--- src/source/irq_sleep_pkg.sv ---
// --------------------------------------
// Shared constants and types for the interrupt and sleep unit
// Only lines set in VALID_IRQ_MASK can ever become pending
// Only the U and M privilege levels exist
// WFI and WFE share the SYSTEM opcode and differ in funct12
// --------------------------------------
`default_nettype none

package irq_sleep_pkg;

  // --------------------------------------
  // Interrupt lines
  // --------------------------------------
  localparam int unsigned NUM_IRQ = 32;

  // Width of an interrupt id
  localparam int unsigned IRQ_ID_W = 5;

  // Fast lines 31..16, plus external, software and timer
  localparam logic [NUM_IRQ-1:0] VALID_IRQ_MASK = 32'hffff_0888;

  // --------------------------------------
  // Instruction encodings
  // --------------------------------------
  localparam logic [6:0]  OPCODE_SYSTEM = 7'h73;
  localparam logic [11:0] FUNCT12_WFI   = 12'h105;

  // Custom wait-for-event encoding
  localparam logic [11:0] FUNCT12_WFE   = 12'h8C0;

  // --------------------------------------
  // Privilege level
  // --------------------------------------
  typedef enum logic [1:0] {
    PRIV_LVL_U = 2'b00,
    PRIV_LVL_M = 2'b11
  } priv_lvl_e;

  // SYSTEM-format view of an instruction word
  typedef struct packed {
    logic [11:0] funct12;
    logic [4:0]  rs1;
    logic [2:0]  funct3;
    logic [4:0]  rd;
    logic [6:0]  opcode;
  } sys_fields_t;

  // One word, seen either raw or as SYSTEM fields
  typedef union packed {
    logic [31:0] raw;
    sys_fields_t sys;
  } instr_word_u;

endpackage

`default_nettype wire
--- src/source/bus_status_if.sv ---
// --------------------------------------
// Status strobes of the instruction-side and data-side buses
// A transaction starts on req with gnt, and ends on rvalid
// Observation only, no handshake is driven back
// --------------------------------------
`timescale 1ns/1ps
`default_nettype none

interface bus_status_if;

  logic iside_req;
  logic iside_gnt;
  logic iside_rvalid;
  logic dside_req;
  logic dside_gnt;
  logic dside_rvalid;

  // Driver side fed from the top level ports
  modport src (
    output iside_req, iside_gnt, iside_rvalid,
    output dside_req, dside_gnt, dside_rvalid
  );

  // Monitor side read by the outstanding tracker
  modport mon (
    input iside_req, iside_gnt, iside_rvalid,
    input dside_req, dside_gnt, dside_rvalid
  );

endinterface

`default_nettype wire

--- src/source/irq_sleep_unit.sv ---
// --------------------------------------
// Interrupt and sleep unit, top level
// Single clock, asynchronous active-low reset
// Bus strobes are observed only, nothing is driven back
// OUTSTANDING_W sizes the bus counters, SLEEP_DELAY the entry delay
// --------------------------------------
`timescale 1ns/1ps
`default_nettype none

module irq_sleep_unit #(
  parameter int unsigned OUTSTANDING_W = 4,
  parameter int unsigned SLEEP_DELAY   = 2
) (
  input  logic                               clk_i,
  input  logic                               rst_ni,
  // Interrupts and CSR state
  input  logic [irq_sleep_pkg::NUM_IRQ-1:0]  irq_i,
  input  logic [irq_sleep_pkg::NUM_IRQ-1:0]  mie_i,
  input  logic                               mstatus_mie_i,
  input  logic                               mstatus_tw_i,
  input  irq_sleep_pkg::priv_lvl_e           priv_lvl_i,
  input  logic                               dcsr_step_i,
  // Debug, NMI and event wake
  input  logic                               debug_mode_i,
  input  logic                               debug_req_i,
  input  logic                               pending_nmi_i,
  input  logic                               wu_wfe_i,
  // Writeback stage
  input  logic                               wb_valid_i,
  input  logic [31:0]                        wb_instr_i,
  input  logic                               wb_err_i,
  input  logic                               wb_mpu_fault_i,
  input  logic                               wb_kill_i,
  // Bus status
  input  logic                               iside_req_i,
  input  logic                               iside_gnt_i,
  input  logic                               iside_rvalid_i,
  input  logic                               dside_req_i,
  input  logic                               dside_gnt_i,
  input  logic                               dside_rvalid_i,
  input  logic                               wbuf_empty_i,
  // Outputs
  output logic [irq_sleep_pkg::NUM_IRQ-1:0]  mip_o,
  output logic                               irq_ack_o,
  output logic [irq_sleep_pkg::IRQ_ID_W-1:0] irq_id_o,
  output logic                               core_sleep_o,
  output logic                               wb_retire_o
);

  logic irq_wake;
  logic sleep_blocked;
  logic wfi_in_wb;
  logic is_wfe;

  // --------------------------------------
  // Bus status bundle
  // --------------------------------------
  bus_status_if bus_if ();

  assign bus_if.iside_req    = iside_req_i;
  assign bus_if.iside_gnt    = iside_gnt_i;
  assign bus_if.iside_rvalid = iside_rvalid_i;
  assign bus_if.dside_req    = dside_req_i;
  assign bus_if.dside_gnt    = dside_gnt_i;
  assign bus_if.dside_rvalid = dside_rvalid_i;

  irq_arbiter u_arbiter (
    .clk_i         (clk_i),
    .rst_ni        (rst_ni),
    .irq_i         (irq_i),
    .mie_i         (mie_i),
    .mstatus_mie_i (mstatus_mie_i),
    .priv_lvl_i    (priv_lvl_i),
    .mip_o         (mip_o),
    .irq_ack_o     (irq_ack_o),
    .irq_id_o      (irq_id_o),
    .irq_wake_o    (irq_wake)
  );

  bus_outstanding_tracker #(
    .OUTSTANDING_W (OUTSTANDING_W)
  ) u_tracker (
    .clk_i           (clk_i),
    .rst_ni          (rst_ni),
    .bus             (bus_if.mon),
    .wbuf_empty_i    (wbuf_empty_i),
    .sleep_blocked_o (sleep_blocked)
  );

  wfi_decoder u_decoder (
    .wb_valid_i     (wb_valid_i),
    .wb_instr_i     (wb_instr_i),
    .wb_err_i       (wb_err_i),
    .wb_mpu_fault_i (wb_mpu_fault_i),
    .wb_kill_i      (wb_kill_i),
    .debug_mode_i   (debug_mode_i),
    .mstatus_tw_i   (mstatus_tw_i),
    .priv_lvl_i     (priv_lvl_i),
    .wfi_in_wb_o    (wfi_in_wb),
    .is_wfe_o       (is_wfe)
  );

  sleep_controller #(
    .SLEEP_DELAY (SLEEP_DELAY)
  ) u_sleep (
    .clk_i           (clk_i),
    .rst_ni          (rst_ni),
    .wfi_in_wb_i     (wfi_in_wb),
    .is_wfe_i        (is_wfe),
    .sleep_blocked_i (sleep_blocked),
    .irq_wake_i      (irq_wake),
    .debug_req_i     (debug_req_i),
    .pending_nmi_i   (pending_nmi_i),
    .wu_wfe_i        (wu_wfe_i),
    .dcsr_step_i     (dcsr_step_i),
    .core_sleep_o    (core_sleep_o),
    .wb_retire_o     (wb_retire_o)
  );

endmodule

`default_nettype wire

--- src/source/sleep_controller.sv ---
// --------------------------------------
// Sleep entry, wake and retirement for a WFI/WFE in writeback
// Sleep needs SLEEP_DELAY+1 cycles of residency, SLEEP_DELAY >= 1
// core_sleep_o is registered, wb_retire_o is combinational
// wu_wfe_i only wakes a WFE
// --------------------------------------
`timescale 1ns/1ps
`default_nettype none

module sleep_controller #(
  parameter int unsigned SLEEP_DELAY = 2
) (
  input  logic clk_i,
  input  logic rst_ni,
  input  logic wfi_in_wb_i,
  input  logic is_wfe_i,
  input  logic sleep_blocked_i,
  input  logic irq_wake_i,
  input  logic debug_req_i,
  input  logic pending_nmi_i,
  input  logic wu_wfe_i,
  input  logic dcsr_step_i,
  output logic core_sleep_o,
  output logic wb_retire_o
);

  // Bit k holds residency k+1 cycles ago
  logic [SLEEP_DELAY-1:0] hist_q;
  logic [SLEEP_DELAY:0]   hist_ext;
  logic                   first_cycle;
  logic                   delay_met;
  logic                   wake;
  logic                   sleep_d;
  logic                   sleep_q;

  // --------------------------------------
  // Residency history
  // --------------------------------------
  assign hist_ext = {hist_q, wfi_in_wb_i};

  always_ff @(posedge clk_i or negedge rst_ni) begin
    if (!rst_ni) begin
      hist_q <= '0;
    end else begin
      hist_q <= hist_ext[SLEEP_DELAY-1:0];
    end
  end

  assign first_cycle = wfi_in_wb_i && !hist_q[0];

  // Current cycle and the SLEEP_DELAY cycles before it
  assign delay_met = &hist_ext;

  // --------------------------------------
  // Wake and sleep
  // --------------------------------------
  assign wake = irq_wake_i ||
                debug_req_i ||
                pending_nmi_i ||
                (wu_wfe_i && is_wfe_i);

  assign sleep_d = delay_met && !sleep_blocked_i && !wake;

  always_ff @(posedge clk_i or negedge rst_ni) begin
    if (!rst_ni) begin
      sleep_q <= 1'b0;
    end else begin
      sleep_q <= sleep_d;
    end
  end

  assign core_sleep_o = sleep_q;

  // Single step retires at once, otherwise only a wake ends the wait
  assign wb_retire_o = (first_cycle && dcsr_step_i) ||
                       (wfi_in_wb_i && !first_cycle && wake);

endmodule

`default_nettype wire

--- src/source/wfi_decoder.sv ---
// --------------------------------------
// WFI/WFE detection in the writeback stage
// Purely combinational
// Only the exact encodings match, with rs1, funct3 and rd zero
// Error, kill, MPU fault, debug mode and trapped U-mode cancel it
// --------------------------------------
`timescale 1ns/1ps
`default_nettype none

module wfi_decoder (
  input  logic                     wb_valid_i,
  input  logic [31:0]              wb_instr_i,
  input  logic                     wb_err_i,
  input  logic                     wb_mpu_fault_i,
  input  logic                     wb_kill_i,
  input  logic                     debug_mode_i,
  input  logic                     mstatus_tw_i,
  input  irq_sleep_pkg::priv_lvl_e priv_lvl_i,
  output logic                     wfi_in_wb_o,
  output logic                     is_wfe_o
);
  import irq_sleep_pkg::*;

  instr_word_u instr;
  logic        sys_zero;
  logic        hit_wfi;
  logic        hit_wfe;
  logic        invalid;

  assign instr.raw = wb_instr_i;

  // SYSTEM opcode with no register operands
  assign sys_zero = (instr.sys.opcode == OPCODE_SYSTEM) &&
                    (instr.sys.rs1 == '0) &&
                    (instr.sys.funct3 == '0) &&
                    (instr.sys.rd == '0);

  assign hit_wfi = sys_zero && (instr.sys.funct12 == FUNCT12_WFI);
  assign hit_wfe = sys_zero && (instr.sys.funct12 == FUNCT12_WFE);

  // --------------------------------------
  // Cancel conditions
  // --------------------------------------
  // TW traps the wait in U-mode instead of sleeping
  assign invalid = !wb_valid_i ||
                   wb_err_i ||
                   wb_mpu_fault_i ||
                   wb_kill_i ||
                   debug_mode_i ||
                   ((priv_lvl_i == PRIV_LVL_U) && mstatus_tw_i);

  assign wfi_in_wb_o = (hit_wfi || hit_wfe) && !invalid;
  assign is_wfe_o    = hit_wfe && !invalid;

endmodule

`default_nettype wire

--- src/source/bus_outstanding_tracker.sv ---
// --------------------------------------
// Outstanding bus transaction counters, one per side
// Counters do not saturate, OUTSTANDING_W must cover the bus depth
// Sleep is blocked one extra cycle after a side drains
// --------------------------------------
`timescale 1ns/1ps
`default_nettype none

module bus_outstanding_tracker #(
  parameter int unsigned OUTSTANDING_W = 4
) (
  input  logic          clk_i,
  input  logic          rst_ni,
  bus_status_if.mon     bus,
  input  logic          wbuf_empty_i,
  output logic          sleep_blocked_o
);

  // Index 0 is the instruction side, index 1 the data side
  localparam int unsigned NUM_SIDES = 2;

  logic [NUM_SIDES-1:0]     start;
  logic [NUM_SIDES-1:0]     done;
  logic [NUM_SIDES-1:0]     busy;
  logic [NUM_SIDES-1:0]     busy_q;
  logic [OUTSTANDING_W-1:0] cnt_q [NUM_SIDES];

  assign start = {bus.dside_req & bus.dside_gnt, bus.iside_req & bus.iside_gnt};
  assign done  = {bus.dside_rvalid, bus.iside_rvalid};

  // --------------------------------------
  // Up/down counters
  // --------------------------------------
  always_ff @(posedge clk_i or negedge rst_ni) begin
    if (!rst_ni) begin
      for (int s = 0; s < NUM_SIDES; s++) begin
        cnt_q[s] <= '0;
      end
      busy_q <= '0;
    end else begin
      for (int s = 0; s < NUM_SIDES; s++) begin
        // Start and end together leave the count as is
        if (start[s] && !done[s]) begin
          cnt_q[s] <= cnt_q[s] + OUTSTANDING_W'(1);
        end else if (!start[s] && done[s]) begin
          cnt_q[s] <= cnt_q[s] - OUTSTANDING_W'(1);
        end
      end
      busy_q <= busy;
    end
  end

  always_comb begin
    for (int s = 0; s < NUM_SIDES; s++) begin
      busy[s] = |cnt_q[s];
    end
  end

  assign sleep_blocked_o = (|busy) || (|busy_q) || !wbuf_empty_i;

endmodule

`default_nettype wire

--- src/source/irq_arbiter.sv ---
// --------------------------------------
// Interrupt pending register and fixed-priority arbiter
// Order is 31 down to 16, then 11, 3, 7
// mip lags irq_i by one cycle, ack by two at the earliest
// Ack is a single-cycle pulse and never repeats back to back
// --------------------------------------
`timescale 1ns/1ps
`default_nettype none

module irq_arbiter (
  input  logic                               clk_i,
  input  logic                               rst_ni,
  input  logic [irq_sleep_pkg::NUM_IRQ-1:0]  irq_i,
  input  logic [irq_sleep_pkg::NUM_IRQ-1:0]  mie_i,
  input  logic                               mstatus_mie_i,
  input  irq_sleep_pkg::priv_lvl_e           priv_lvl_i,
  output logic [irq_sleep_pkg::NUM_IRQ-1:0]  mip_o,
  output logic                               irq_ack_o,
  output logic [irq_sleep_pkg::IRQ_ID_W-1:0] irq_id_o,
  output logic                               irq_wake_o
);
  import irq_sleep_pkg::*;

  logic [NUM_IRQ-1:0]  mip_q;
  logic [NUM_IRQ-1:0]  pending;
  logic [IRQ_ID_W-1:0] winner;
  logic                global_en;
  logic                ack_d;
  logic                ack_q;
  logic [IRQ_ID_W-1:0] id_q;

  // --------------------------------------
  // Pending register
  // --------------------------------------
  always_ff @(posedge clk_i or negedge rst_ni) begin
    if (!rst_ni) begin
      mip_q <= '0;
    end else begin
      mip_q <= irq_i & VALID_IRQ_MASK;
    end
  end

  assign pending    = mip_q & mie_i;
  assign irq_wake_o = |pending;

  // --------------------------------------
  // Priority select
  // --------------------------------------
  // Lowest priority first so that later hits override
  always_comb begin
    winner = '0;
    if (pending[7]) begin
      winner = IRQ_ID_W'(7);
    end
    if (pending[3]) begin
      winner = IRQ_ID_W'(3);
    end
    if (pending[11]) begin
      winner = IRQ_ID_W'(11);
    end
    for (int i = 16; i < NUM_IRQ; i++) begin
      if (pending[i]) begin
        winner = IRQ_ID_W'(i);
      end
    end
  end

  // U-mode is always interruptible from M-level sources
  assign global_en = ((priv_lvl_i == PRIV_LVL_M) && mstatus_mie_i) ||
                     (priv_lvl_i == PRIV_LVL_U);

  // No ack in the cycle after an ack
  assign ack_d = irq_wake_o && global_en && !ack_q;

  always_ff @(posedge clk_i or negedge rst_ni) begin
    if (!rst_ni) begin
      ack_q <= 1'b0;
    end else begin
      ack_q <= ack_d;
    end
  end

  always_ff @(posedge clk_i) begin
    if (ack_d) begin
      id_q <= winner;
    end
  end

  assign mip_o     = mip_q;
  assign irq_ack_o = ack_q;
  assign irq_id_o  = id_q;

endmodule

`default_nettype wire

--- config.mk ---
export PLATFORM = sky130hd
export DESIGN_NAME = irq_sleep_unit
export DESIGN_NICKNAME = d
export VERILOG_FILES = /design/src/source/irq_sleep_pkg.sv /design/src/source/bus_status_if.sv /design/src/source/irq_sleep_unit.sv /design/src/source/sleep_controller.sv /design/src/source/wfi_decoder.sv /design/src/source/bus_outstanding_tracker.sv /design/src/source/irq_arbiter.sv
export SDC_FILE = /design/constraint.sdc
export NUM_CORES = 1
export LEC_CHECK = 0
export ABC_AREA = 1
export ABC_CLOCK_PERIOD_IN_PS = 1900
export BUFFER_PORTS_ARGS = -buffer_cell sky130_fd_sc_hd__buf_2
export CORE_UTILIZATION = 39
export DETAILED_ROUTE_END_ITERATION = 10
export PLACE_DENSITY = 0.81
export REMOVE_ABC_BUFFERS = 1
export SETUP_SLACK_MARGIN = 0.1
export SLEW_MARGIN = 20
export SYNTH_ARGS = -nofsm -noshare
export SYNTH_HDL_FRONTEND = slang
export SYNTH_SLANG_ARGS = --single-unit
--- constraint.sdc ---
create_clock -name clk_i -period 1.9 [get_ports clk_i]
set_input_delay 0.095 -clock clk_i [delete_from_list [all_inputs] [get_ports clk_i]]
set_output_delay 0.095 -clock clk_i [all_outputs]
set_load 0.02 [all_outputs]
==> metrics, run 1 <==
run status=complete, but fails checks; violated checks=setup timing; DIE HEIGHT=72.91 um; PwrDens=747.7 nW/um2; DR DRC count=0; WHS Endpoint=u_sleep.core_sleep_o; final wirelength=6028 um; Internal=1633 uW; routed vias/inst=4.686; Core Util, Final=0.6685; sequential share of the synthesized area=0.4978; Crit. End Element=output port; final worst slack=-153.4 ps; switching share of power=0.3176; ys async rst share=0.8684; final count of hold timing violations=0; gpl congestion=0.7587; count of state elements after synthesis=38; Synth Instances=201; reg2reg end=u_arbiter.irq_id_o[0]; row cnt=25; Lkg Pwr=0.001665 uW; Yosys top cell area share=0.4212; Clock Power Share=0.236; Worst Hold Depth=4; CP Max Fanout=2; slew at the pin with the worst max-slew slack=746.3 ps; CTS Sinks=38; Non-Filler Instances=442; Antenna Nets Post-Route=0; clock buffer depth=2; setup TNS=-191.4 ps; final slew viol count=0; Req. time, crit path=1800 ps; # nets final=500; Min-Delay Path Class=primary input to flip-flop; antenna violations before repair=0; Final Cycle Share=1.081; r2r worst-path depth=18; DP Area=2665 um2; area leader, netlist=dfrtp_1; clock buffer count from CTS=5; CORE AREA=4786 um2; total gr overflow=0; RSZ-0062 raised after global routing=true; first-pass GRT wire length=9170 um; syn avg cell area=9.754 um2; Fmax=487.0 MHz; CP Launch Type=flip-flop; vias in the first global route=2138; Worst Skew=4.854 ps; Post-synth EDFFs=5; layout cell share with drive strength beyond 1=0.5067; starting DRC count in detailed routing=48; Mapped Area=1961 um2; drt pass-1 iters=4; clock slew at reported path FFs=70 ps; n_diodes=0; largest net degree at the start of global routing=34; DIE AREA=5315 um2; Worst Hold Launch=pending_nmi_i; Setup violations, final=2; gr usage total=0.2294; part of the power in registers=0.451; arrival time worst endpoint=1960 ps; htree depth=2; most frequent cells in the layout=117 x buf_2, 40 x nand2_1, 33 x dfrtp_1; ys flop type=dfrtp_1; IR drop worst, VDD=0.0005653 V; Comb pwr share=0.313; Final Critical Period=2053 ps; dpl cells=396; r2r startpoint=u_arbiter.mip_o[21]; critical setup path kind=flip-flop to output port; net switching power=759.6 uW; Area growth syn-to-layout=63.18%; fillers=395; Netlist cell types=36; Synth area leaders=dfrtp_1 42%, nand2_1 11%, edfxtp_1 7.7%; routed vias=2071; Synth Warn #=0; later-pin clock latency in the skew report=280 ps; Ports=158; CTS tree=done; root buf cell=clkbuf_8; Max transition margin=0.5025; average wire per standard cell=13.64 um; design area=3199 um2; DP HPWL=3958 um; r2r setup slk=-40 ps; commonest non-fill, non-tap cell in the layout=buf_2; maximum capacitance violations=0; I/O Buffers=118; Die Wd=72.91 um; Starting Density=0.4097
[cells by family (layout without fill, tap and decap cells)]
group | Yosys count | after routing | synth area share
mux | 2 | 2 | 0.01149
xor+xnor | 6 | 6 | 0.02680
other cells | 1 | 13 | 0.001913
compound gates | 16 | 16 | 0.06062
fa+ha+maj | 8 | 8 | 0.05871
buf+inv | 29 | 191 | 0.08041
simple gates | 101 | 101 | 0.2623
flops | 38 | 38 | 0.4978
[timing repair]
action / CTS / global route
cloned: 0 / 0
setup buffers: 22 / 3
hold endpoints to repair: 52 / 0
setup endpoints to repair: 6 / 10
gates resized for setup: 14 / 23
hold buffers: 20 / 0
pin swaps: 7 / 17
[state kept, by name (all words and copies together), names as in the netlist]
register	count
u_arbiter.mip_o	19
u_sleep.core_sleep_o	1
u_arbiter.irq_id_o	5
u_arbiter.irq_ack_o	1
u_tracker.busy_q	2
u_tracker.cnt_q	8
u_sleep.hist_q	2
[worst max-delay path by stage]
stage               cells after the start               endpoint                start  slack, ps
floorplan                               8  u_arbiter.irq_id_o[0]  u_arbiter.mip_o[30]         60
finish                                 11            wb_retire_o  u_arbiter.mip_o[21]       -150
CTS                                    11            wb_retire_o  u_arbiter.mip_o[21]        -90
global placement                        8  u_arbiter.irq_id_o[0]  u_arbiter.mip_o[24]        120
detailed placement                      8  u_arbiter.irq_id_o[1]  u_arbiter.mip_o[21]          6
global route                           11            wb_retire_o  u_arbiter.mip_o[31]       -240
[critical path: stages, from the launching register on]
cell,delay [ps]
dfrtp_1,400
nand2_2,120
nand2_4,70
nor2_4,130
nand4_1,150
nor2_2,150
nand4_1,110
clkinv_2,80
buf_6,90
o211ai_2,90
nor2b_4,150
buf_6,130
[cell usage after synthesis (2+ instances only)]
cell type,count
nor4_4,2
buf_4,13
fa_1,2
inv_1,12
o21ai_1,5
ha_1,6
mux2_1,2
inv_2,2
edfxtp_1,5
xnor2_1,6
nand4_1,4
a21o_1,2
clkinv_1,2
a21oi_1,3
nor2_1,15
nand2_1,55
nand3_1,8
nor4_1,7
dfrtp_1,33
[power by group through the flow]
| stage | Sequential, uW | Clock, uW | Combinational (uW) |
|---|---|---|---|
| 2_1_floorplan | 1100 | 0 | 400 |
| 3_3_place_gp | 1080 | 0 | 636 |
| 3_5_place_dp | 1090 | 0 | 661 |
| 4_1_cts | 1080 | 573 | 722 |
| 5_1_grt | 1100 | 605 | 843 |
| 6_report | 1080 | 564 | 750 |
[routing by layer]
metal,GRT usage,routed length (um),vias to the layer above
met2,0.4361,3218,119
met5,0,0,-
met3,0.05525,464,12
li1,-,-,990
met1,0.2482,2210,950
met4,0.07407,134,0
[per-stage QoR]
step	setup WS [ps]	hold WS [ps]	power [uW]
after floorplan	57.84	-200.6	1499
after global placement	120.9	184.5	1718
after detailed placement	5.529	199.7	1750
after CTS	-90.77	67.75	2371
after global routing	-240.1	90.09	2546
final	-153.4	79.00	2392
[area by class of cell]
class / instances / area [um2] / area share
timing repair buffer: 167 / 1037 / 0.3242
multi-input combinational: 146 / 949.7 / 0.2968
tap: 67 / 83.83 / 0.02620
inverter: 16 / 61.31 / 0.01916
sequential: 38 / 975.9 / 0.3050
clock inverter: 1 / 5.005 / 0.001564
clock buffer: 7 / 86.33 / 0.02698
Note: power is estimated with default switching activity, not from simulation.
==> run 2, diff against run 1 <==
ABC_CLOCK_PERIOD_IN_PS = 2200   (was 1900)
PLACE_DENSITY = 0.8   (was 0.81)
clock period = 2.2 ns   (was 1.9 ns; I/O delays follow)
==> run 2 against run 1 <==
Sequential cell count unchanged. Critical path depth fell by 1. Highest routed layer unchanged. The run now ends clean. Worst hold slack better by 26 ps. Sequential share of layout area rose by 2.6 points.
==> metrics, run 2 (same netlist as run 1, synthesis figures left out) <==
run status=completed; Worst Skew=2.244 ps (-2.610 ps); setup TNS=0 ps (+191.4 ps); total gr overflow=0 (unchanged); DR DRC count=0 (unchanged); slew at the pin with the worst max-slew slack=738.0 ps (-8.219 ps); later-pin clock latency in the skew report=280 ps (about the same); highest-delay cell along the critical path=dfrtp_1; Area growth syn-to-layout=50.48%; average wire per standard cell=11.82 um (-13%); largest net degree at the start of global routing=34 (unchanged); critical setup path kind=flip-flop to output port; routed vias/inst=4.438 (-5.3%); most frequent cells in the layout=117 x buf_2, 49 x nand2_1, 33 x dfrtp_1; gr usage total=0.1901 (-0.03926); Largest register FFs=19 (unchanged); starting DRC count in detailed routing=44 (-8.3%); layout cell share with drive strength beyond 1=0.4384 (-0.06827); htree depth=2 (unchanged); cell breakdown of the critical path=nand2_1 -> nand2_1 -> nor2_2 -> nand4_1 -> nor2_2 -> nand4_1 -> inv_2 -> o211ai_2 -> nor2b_4 -> buf_4; root buf cell=clkbuf_8; first-pass GRT wire length=7514 um (-18%); clock buffer count from CTS=5 (unchanged); switching share of power=0.3030 (-0.01459); CTS tree=done; CTS Sinks=38 (unchanged); commonest non-fill, non-tap cell in the layout=buf_2; gpl congestion=0.7367 (-2.9%); clock buffer depth=2 (unchanged); IR drop worst, VDD=0.0005567 V (-1.5%); Core Util, Final=0.6165 (-0.05203); Min-Delay Path Class=primary input to flip-flop; I/O Buffers=118 (unchanged); Die Wd=72.91 um (unchanged); CP Max Fanout=2 (unchanged); final wirelength=4919 um (-18%); Clock Power Share=0.264 (+0.028); Worst Path Buf+Inv=2 (-1); clock slew at reported path FFs=70 ps (about the same); Internal=1444 uW (-12%); Req. time, crit path=2090 ps (+290 ps); vias in the first global route=1814 (-15%); DP HPWL=3745 um (-5.4%); Crit. End Element=output port; row cnt=25 (unchanged); Ports=158 (unchanged); Fmax=490.7 MHz; PwrDens=702.2 nW/um2 (-6.1%); routed vias=1846 (-11%); arrival time worst endpoint=1930 ps (-30 ps); part of the power in registers=0.448 (-0.003); Comb pwr share=0.288 (-0.025); DIE AREA=5315 um2 (unchanged); antenna violations before repair=0 (unchanged); slowest cell delay on critical path=390 ps (about the same); Max transition margin=0.5080 (+0.005480); Setup violations, final=0 (-2); RSZ-0062 raised after global routing=false; Final Cycle Share=0.9262; Final Critical Period=2038 ps; Antenna Nets Post-Route=0 (unchanged); Lkg Pwr=0.001537 uW (-7.6%); maximum capacitance violations=0 (unchanged); CP delay by family, top=simple AND/OR/NAND/NOR gates; DIE HEIGHT=72.91 um (unchanged); Starting Density=0.4097 (unchanged); CP Launch Type=flip-flop; CORE AREA=4786 um2 (unchanged); final slew viol count=0 (unchanged); n_diodes=0 (unchanged); final count of hold timing violations=0 (unchanged); drt pass-1 iters=4 (unchanged); net switching power=627.7 uW (-17%); # nets final=474 (-5.2%)
## run 2: repair_timing
| item | 4_1_cts | 5_1_grt |
|---|---|---|
| endpoints found under the hold margin | 52 | 0 |
| gates resized for setup | 0 | 13 |
| endpoints found under the setup margin | 0 | 6 |
| setup buffers | 0 | 3 |
| hold buffers | 20 | 0 |
## run 2: cell type report
class | count | area (um2)
multi-input combinational | 146 | 904.6
inverter | 16 | 60.06
fill | 439 | 1836
timing repair buffer | 141 | 815.8
clock buffer | 8 | 110.1
sequential | 38 | 975.9
tap | 67 | 83.83
## run 2: per-stage QoR
stage	instances	area [um2]	worst slack, ps	hold slack [ps]	total power (uW)
global route	416	2950	4.136	104.9	2214
floorplan	200	1908	357.8	-185.6	1294
CTS	413	2893	142.7	91.88	2089
global placement	385	2582	193.6	214.1	1465
finish	416	2950	162.3	105.2	2072
detailed placement	385	2582	159.0	218.1	1499
## run 2: worst paths after layout
path                                startpoint                    end  slack [ps]  depth (start not counted)
max in group asynchronous               rst_ni    u_arbiter.mip_o[16]        1300                          2
min reg2reg                  u_sleep.hist_q[0]      u_sleep.hist_q[1]         410                          0
max reg2reg                u_arbiter.mip_o[21]  u_arbiter.irq_id_o[1]         330                          9
min in group asynchronous               rst_ni    u_arbiter.mip_o[30]         430                          2
min                                debug_req_i   u_sleep.core_sleep_o         110                          4
max                        u_arbiter.mip_o[21]            wb_retire_o         160                         10
## run 2: metal layers
metal,track usage,vias to the layer above,share of wire
met4,0.05882,0,0.0075
li1,-,934,-
met3,0.04696,4,0.081
met5,0,-,0
met2,0.3697,93,0.53
met1,0.1989,815,0.39
## run 2: power groups by stage
stage	Sequential (uW)	Combinational [uW]	Clock, uW
CTS	928	592	569
global route	946	675	593
finish	929	596	547
global placement	934	531	0
detailed placement	941	557	0
floorplan	949	346	0
## run 2: tightest hold or removal path, delay by kind of cell
kind | cells | cell delay, ps
AOI/OAI and AO/OA | 1 | 70
buffers and inverters | 1 | 70
and+or+nand+nor | 2 | 100
